## src/rtl/muldiv_pkg.sv

```systemverilog
`default_nettype none

package muldiv_pkg;

	typedef logic [31:0] word_t;	// operand or register word
	typedef logic [63:0] dword_t;	// full product, or {hi, lo}

	// pipeline depth of the multiplier
	localparam int mul_stages = 5;
	// one quotient bit per iteration
	localparam int div_steps = 32;

	// wide enough to count a whole divide
	localparam int lat_w = $clog2(div_steps + 1);

	typedef logic [lat_w-1:0] lat_t;

	// encoding follows the core's alu2 op field
	typedef enum logic [3:0] {
		op_multu = 4'b0000,
		op_mult  = 4'b0001,
		op_divu  = 4'b0010,
		op_div   = 4'b0011,
		op_maddu = 4'b0100,
		op_madd  = 4'b0101,
		op_msub  = 4'b0110,
		op_msubu = 4'b0111,
		op_mul   = 4'b1000
	} muldiv_op_e;

	typedef enum logic [1:0] {
		idle,
		mul_busy,
		div_busy
	} ctrl_state_e;

endpackage

`default_nettype wire

```

## src/rtl/div_iter.sv

```systemverilog
`default_nettype none

module div_iter import muldiv_pkg::*; (
	input  logic  aclk,
	input  logic  aresetn,
	input  logic  div_start,
	input  logic  div_signed,
	input  word_t src_a,
	input  word_t src_b,
	output word_t quotient,
	output word_t remainder,
	output logic  div_done
);

	word_t rem_q;		// partial remainder
	word_t quo_q;		// dividend shifting out, quotient shifting in
	word_t dsr_q;		// divisor magnitude
	logic  neg_quo;
	logic  neg_rem;
	logic  running;
	lat_t  step;

	logic        a_neg;
	logic        b_neg;
	word_t       a_mag;
	word_t       b_mag;
	logic [32:0] diff;

	assign a_neg = div_signed & src_a[31];
	assign b_neg = div_signed & src_b[31];
	// magnitude of the most negative value still fits unsigned
	assign a_mag = a_neg ? -src_a : src_a;
	assign b_mag = b_neg ? -src_b : src_b;

	// trial subtract, bit 32 set means it went negative
	assign diff = {rem_q, quo_q[31]} - {1'b0, dsr_q};

	always_ff @(posedge aclk) begin
		if (div_start) begin
			rem_q <= '0;
			quo_q <= a_mag;
			dsr_q <= b_mag;
			neg_quo <= a_neg ^ b_neg;
			neg_rem <= a_neg;	// remainder follows the dividend
		end else if (running) begin
			if (diff[32]) begin
				rem_q <= {rem_q[30:0], quo_q[31]};	// restore
				quo_q <= {quo_q[30:0], 1'b0};
			end else begin
				rem_q <= diff[31:0];
				quo_q <= {quo_q[30:0], 1'b1};
			end
		end
	end

	always_ff @(posedge aclk) begin
		if (!aresetn) begin
			running <= 1'b0;
			step <= '0;
			div_done <= 1'b0;
		end else begin
			div_done <= 1'b0;
			if (div_start) begin
				running <= 1'b1;
				step <= '0;
			end else if (running) begin
				step <= step + 1'b1;
				if (step == lat_t'(div_steps - 1)) begin
					running <= 1'b0;
					div_done <= 1'b1;	// single-cycle pulse
				end
			end
		end
	end

	// sign fixup, held until the next load
	assign quotient = neg_quo ? -quo_q : quo_q;
	assign remainder = neg_rem ? -rem_q : rem_q;

endmodule

`default_nettype wire

```

## src/rtl/hilo_regs.sv

```systemverilog
`default_nettype none

module hilo_regs import muldiv_pkg::*; (
	input  logic   aclk,
	input  logic   aresetn,
	input  logic   result_we,
	input  dword_t result,
	input  logic   hilo_wr,
	input  logic   hilo_wr_hi,
	input  word_t  src_a,
	input  logic   hilo_rd_hi,
	output dword_t hilo,
	output word_t  hilo_rd_data
);

	word_t hi_q;
	word_t lo_q;

	always_ff @(posedge aclk) begin
		if (!aresetn) begin
			hi_q <= '0;
			lo_q <= '0;
		end else if (result_we) begin
			// a finishing op beats a mthi/mtlo in the same cycle
			hi_q <= result[63:32];
			lo_q <= result[31:0];
		end else if (hilo_wr) begin
			if (hilo_wr_hi)
				hi_q <= src_a;
			else
				lo_q <= src_a;
		end
	end

	assign hilo = {hi_q, lo_q};
	assign hilo_rd_data = hilo_rd_hi ? hi_q : lo_q;	// mfhi / mflo

endmodule

`default_nettype wire

```

## src/rtl/mul_pipe.sv

```systemverilog
`default_nettype none

module mul_pipe import muldiv_pkg::*; (
	input  logic   aclk,
	input  logic   aresetn,
	input  logic   mul_start,
	input  logic   mul_signed,
	input  word_t  src_a,
	input  word_t  src_b,
	output dword_t product,
	output logic   product_valid
);

	logic signed [32:0] a_q;	// extended operands, stage 0
	logic signed [32:0] b_q;
	dword_t prod_q [1:mul_stages-1];
	logic [mul_stages-1:0] valid_q;

	// one extra bit makes both signed and unsigned a signed multiply
	always_ff @(posedge aclk) begin
		if (mul_start) begin
			a_q <= {mul_signed & src_a[31], src_a};
			b_q <= {mul_signed & src_b[31], src_b};
		end
	end

	// low 64 bits of the 66-bit product are exact for both forms
	always_ff @(posedge aclk) begin
		prod_q[1] <= 64'(a_q) * 64'(b_q);
		for (int i = 2; i < mul_stages; i++)
			prod_q[i] <= prod_q[i-1];	// balance stages for retiming
	end

	always_ff @(posedge aclk) begin
		if (!aresetn)
			valid_q <= '0;
		else
			valid_q <= {valid_q[mul_stages-2:0], mul_start};
	end

	assign product = prod_q[mul_stages-1];
	assign product_valid = valid_q[mul_stages-1];

endmodule

`default_nettype wire

```

## src/rtl/muldiv_ctrl.sv

```systemverilog
`default_nettype none

module muldiv_ctrl import muldiv_pkg::*; (
	input  logic       aclk,
	input  logic       aresetn,
	input  logic       start,
	input  muldiv_op_e op,
	output logic       busy,
	output logic       mul_start,
	output logic       mul_signed,
	output logic       div_start,
	output logic       div_signed,
	input  dword_t     product,
	input  logic       product_valid,
	input  word_t      quotient,
	input  word_t      remainder,
	input  logic       div_done,
	input  dword_t     hilo,
	output logic       result_we,
	output dword_t     result,
	output word_t      mul_result,
	output logic       mul_valid
);

	ctrl_state_e state;
	muldiv_op_e  op_q;		// operation in flight
	dword_t      hilo_q;	// hi/lo as seen at acceptance
	lat_t        lat_cnt;	// cycles left until the result is due

	logic accept;
	logic op_is_div;
	logic op_signed;
	logic mul_done;
	logic div_fin;

	// class and signedness of the incoming op
	always_comb begin
		op_is_div = 1'b0;
		op_signed = 1'b0;
		case (op)
			op_mult, op_madd, op_msub, op_mul: begin
				op_signed = 1'b1;
			end
			op_div: begin
				op_is_div = 1'b1;
				op_signed = 1'b1;
			end
			op_divu: begin
				op_is_div = 1'b1;
			end
			default: begin
				op_signed = 1'b0;	// remaining unsigned multiplies
			end
		endcase
	end

	assign accept = start && (state == idle);	// starts while busy are dropped
	assign busy = (state != idle);

	assign mul_start = accept && !op_is_div;
	assign mul_signed = op_signed;
	assign div_start = accept && op_is_div;
	assign div_signed = op_signed;

	// a valid only counts once the expected latency has run out
	assign mul_done = (state == mul_busy) && product_valid && (lat_cnt == '0);
	assign div_fin = (state == div_busy) && div_done && (lat_cnt == '0);

	always_ff @(posedge aclk) begin
		if (!aresetn) begin
			state <= idle;
			lat_cnt <= '0;
		end else begin
			case (state)
				idle: begin
					if (accept && op_is_div) begin
						state <= div_busy;
						lat_cnt <= lat_t'(div_steps);
					end else if (accept) begin
						state <= mul_busy;
						lat_cnt <= lat_t'(mul_stages - 1);
					end
				end
				mul_busy: begin
					if (mul_done)
						state <= idle;
				end
				div_busy: begin
					if (div_fin)
						state <= idle;
				end
				default: begin
					state <= idle;
				end
			endcase
			if (state != idle && lat_cnt != '0)
				lat_cnt <= lat_cnt - 1'b1;
		end
	end

	always_ff @(posedge aclk) begin
		if (!aresetn)
			op_q <= op_multu;
		else if (accept)
			op_q <= op;
	end

	// snapshot for madd/msub, later direct writes do not disturb it
	always_ff @(posedge aclk) begin
		if (accept)
			hilo_q <= hilo;
	end

	always_comb begin
		case (op_q)
			op_madd, op_maddu: result = hilo_q + product;
			op_msub, op_msubu: result = hilo_q - product;
			op_div, op_divu:   result = {remainder, quotient};	// hi gets the remainder
			default:           result = product;
		endcase
	end

	assign result_we = (mul_done && op_q != op_mul) || div_fin;

	// three-operand mul bypasses hi/lo
	always_ff @(posedge aclk) begin
		if (!aresetn)
			mul_valid <= 1'b0;
		else
			mul_valid <= mul_done && (op_q == op_mul);
	end

	always_ff @(posedge aclk) begin
		if (mul_done)
			mul_result <= product[31:0];
	end

endmodule

`default_nettype wire

```

## src/rtl/muldiv_unit.sv

```systemverilog
`default_nettype none

module muldiv_unit import muldiv_pkg::*; (
	input  logic       aclk,
	input  logic       aresetn,
	input  logic       start,
	input  muldiv_op_e op,
	input  word_t      src_a,
	input  word_t      src_b,
	input  logic       hilo_wr,
	input  logic       hilo_wr_hi,
	input  logic       hilo_rd_hi,
	output logic       busy,
	output word_t      hilo_rd_data,
	output word_t      mul_result,
	output logic       mul_valid
);

	logic   mul_start;
	logic   mul_signed;
	logic   div_start;
	logic   div_signed;
	dword_t product;
	logic   product_valid;
	word_t  quotient;
	word_t  remainder;
	logic   div_done;
	logic   result_we;
	dword_t result;
	dword_t hilo;

	muldiv_ctrl u_ctrl (
		.aclk          (aclk),
		.aresetn       (aresetn),
		.start         (start),
		.op            (op),
		.busy          (busy),
		.mul_start     (mul_start),
		.mul_signed    (mul_signed),
		.div_start     (div_start),
		.div_signed    (div_signed),
		.product       (product),
		.product_valid (product_valid),
		.quotient      (quotient),
		.remainder     (remainder),
		.div_done      (div_done),
		.hilo          (hilo),
		.result_we     (result_we),
		.result        (result),
		.mul_result    (mul_result),
		.mul_valid     (mul_valid)
	);

	mul_pipe u_mul (
		.aclk          (aclk),
		.aresetn       (aresetn),
		.mul_start     (mul_start),
		.mul_signed    (mul_signed),
		.src_a         (src_a),
		.src_b         (src_b),
		.product       (product),
		.product_valid (product_valid)
	);

	div_iter u_div (
		.aclk       (aclk),
		.aresetn    (aresetn),
		.div_start  (div_start),
		.div_signed (div_signed),
		.src_a      (src_a),
		.src_b      (src_b),
		.quotient   (quotient),
		.remainder  (remainder),
		.div_done   (div_done)
	);

	// src_a doubles as the mthi/mtlo data
	hilo_regs u_hilo (
		.aclk         (aclk),
		.aresetn      (aresetn),
		.result_we    (result_we),
		.result       (result),
		.hilo_wr      (hilo_wr),
		.hilo_wr_hi   (hilo_wr_hi),
		.src_a        (src_a),
		.hilo_rd_hi   (hilo_rd_hi),
		.hilo         (hilo),
		.hilo_rd_data (hilo_rd_data)
	);

endmodule

`default_nettype wire

```

## config.mk

```make
export PLATFORM = sky130hd
export DESIGN_NAME = muldiv_unit
export DESIGN_NICKNAME = d
export VERILOG_FILES = /design/src/rtl/muldiv_pkg.sv /design/src/rtl/div_iter.sv /design/src/rtl/hilo_regs.sv /design/src/rtl/mul_pipe.sv /design/src/rtl/muldiv_ctrl.sv /design/src/rtl/muldiv_unit.sv
export SDC_FILE = /design/constraint.sdc
export NUM_CORES = 2
export LEC_CHECK = 0
export ABC_AREA = 1
export BUFFER_PORTS_ARGS = -buffer_cell sky130_fd_sc_hd__buf_2
export CORE_ASPECT_RATIO = 1.1
export CORE_MARGIN = 10
export CORE_UTILIZATION = 60
export DETAILED_ROUTE_END_ITERATION = 7
export PLACE_DENSITY = 0.77
export SKIP_LAST_GASP = 1
export SYNTH_ARGS = -nofsm -noshare
export SYNTH_HDL_FRONTEND = slang
export SYNTH_SLANG_ARGS = --single-unit
export TNS_END_PERCENT = 5
```

## constraint.sdc

```tcl
create_clock -name aclk -period 20.4 [get_ports aclk]
set_clock_uncertainty 0.05 [all_clocks]
set_input_delay 2.04 -clock aclk [delete_from_list [all_inputs] [get_ports aclk]]
set_output_delay 2.04 -clock aclk [all_outputs]
set_load 0.05 [all_outputs]
```

==> results.cfg <==
[critical_path]
slowest_stage = fa_1
arrival_ns = 9.02
cp_data_required_time_ns = 20.95
cp_common_cell = inv_1
crit_path_max_fanout = 32
cpPeakStageDelay_ns = 0.90
start_kind = flip-flop
cp-end-kind = flip-flop
crit_type = flip-flop to flip-flop

[global_routing]
grt_use_total_pct = 39.6
antenna_found_initial = 14
grt_max_degree = 67
first_global_vias = 64300
grt.overflow.total = 0
grt_pass1_wl_um = 395000

[cells_and_area]
drive_gt1_share_pct = 4.62
nNetsFinal = 10900
multi_input_area_mm2 = 0.0473
regArea_mm2 = 0.0144
areaGrowthSynthToFinish_pct = 5.67
nFillCells = 10400
final_area_mm2 = 0.0762

[timing]
fin_tns_setup_ns = 0
timing.fmax_mhz = 118
setup_viol = 0
setup_ws_ns = 11.94
timing.hold.ws_ns = 0.269
maxSlewHeadroom_pct = -10.1
hold_violations = 0
tightestPinTransition_ns = 1.63
drv_slew = 2
rsz0062_at_grt = false
period_needed_ns = 8.46
fin_crit_sh_pct = 41.5

[die]
die_h_um = 384
die_area_mm2 = 0.135
initial_core_util_pct = 60.4
rows = 133
core_area_mm2 = 0.119
ios = 140
die_w_um = 351

[yosys]
async_flop_share_pct = 0
synth_top_area_share_pct = 31.3
synth_nets = 10900
yosys.area.top_type = fa_1
synth_edf_count = 228
netlist_instances = 9408
synth_area_per_cell_um2 = 7.67
synth_warnings = 0
ys_seq_area_share_pct = 20.0
dominantRegCellSynth = dfxtp_1
synth_most_common_cell = nand2_1
syn_area_mm2 = 0.0721
synthTopCellsByArea = fa_1, nand2_1, inv_1
synth_common_cells = nand2_1, inv_1, fa_1, nor2_1, dfxtp_1
ys_types = 60
synth_seq_cells = 606

[clocking]
cts_resized = 0
cts_buffers = 61
cts_buffer_depth = 3
hold_buffers = 0
clock_latency_ns = 0.71
clkSlewWorstSetupHoldPaths_ns = 0.08
htreeDepth = 2
cts_root_buf = clkbuf_16
post-cts-setup-buffer-count = 0
clock_sinks = 606
cts_tree = done

[detailed_routing]
num_vias = 62100
drt_iter0_markers = 6367
drtPass1Iterations = 6
drc = 0
wl_per_cell_um = 24.2
wl_um = 265000
via_per_inst = 5.67
final_antenna_net_count = 0

[status]
outcome = finished, violations left
violations = max-capacitance violations, max-slew violations

[run]
drv_cap = 1

[placement]
place_area_mm2 = 0.0741
hpwl_um = 211000
portBuffers = 139
pre_cts_slack_ns = 11.92
gp_congestion = 1.07

[hold_path]
hold_path_class = flip-flop to flip-flop
state kept, by name (all words and copies together), names as in the netlist, 33 cells and up:
register / count
u_mul.a_q: 33
u_mul.b_q: 33
u_ctrl.hilo_q: 64
u_mul.prod_q: 256
per-stage QoR:
step                util, %  cells
finish                 63.8  11000
global route           63.8  11000
CTS                    63.8  11000
detailed placement     62.0  10800
global placement       62.0  10800
floorplan                 -   9408
critical path, delay by kind of cell (launching register included):
| family | cells | cell delay, ns |
|---|---|---|
| fa+ha+maj | 9 | 5.11 |
| flops | 1 | 0.38 |
| buf+inv | 11 | 1.72 |
| simple gates | 9 | 1.13 |
final timing paths:
path | endpoint | start | slack [ns] | cells past startpoint
setup / recovery | u_mul.prod_q[0][127] | u_mul.a_q[32] | 11.94 | 29
hold / removal | u_mul.prod_q[0][158] | u_mul.prod_q[0][94] | 0.27 | 0
hold reg to reg | u_mul.prod_q[0][158] | u_mul.prod_q[0][94] | 0.27 | 0
setup reg to reg | u_mul.prod_q[0][127] | u_mul.a_q[32] | 11.94 | 29
logic make-up (layout without fill, tap and decap cells):
kind of cell / count (synthesis) / after routing / synth area share (%)
AND/OR/NAND/NOR: 3638 / 3638 / 20.4
buffers and inverters: 2761 / 2752 / 14.5
adder cells (fa/ha/maj): 1441 / 1441 / 36.7
AO/OA/AOI/OAI: 735 / 735 / 5.65
flip-flops: 606 / 606 / 20.0
XOR/XNOR: 226 / 226 / 2.74
multiplexers: 1 / 1 / 0.0139
other: 0 / 11 / 0
per-layer routing:
metal,global-route usage [%],routed length [um],part of all wire [%],vias to the layer above
li1,-,-,-,27600
met1,45.0,89800,34,29800
met2,64.5,122000,46,3656
met3,6.79,24500,9.2,1117
met4,34.0,28600,11,4
met5,0,26,0.0098,-
layout make-up:
class,instances,area share (%)
repair buffers,234,1.85
inverters,2403,11.8
multi-input cells,6041,62.0
well taps,1552,2.55
diodes,11,0.0361
flip-flops and latches,606,18.9
clock buffers,72,2.14
clock inverters,43,0.643
cells in the final DEF, fill, tap and decap left out, drive strengths merged, types with 228 or more instances in the layout:
cell and instances:
nand3 333, nor2 595, a21oi 300, o21ai 280, ha 314, edfxtp 228, fa 1127, buf 234
nand2 2511, dfxtp 378, inv 2410
Power is not shown: default switching activity piles up to over one toggle a cycle in this logic, so the estimate is an artifact.
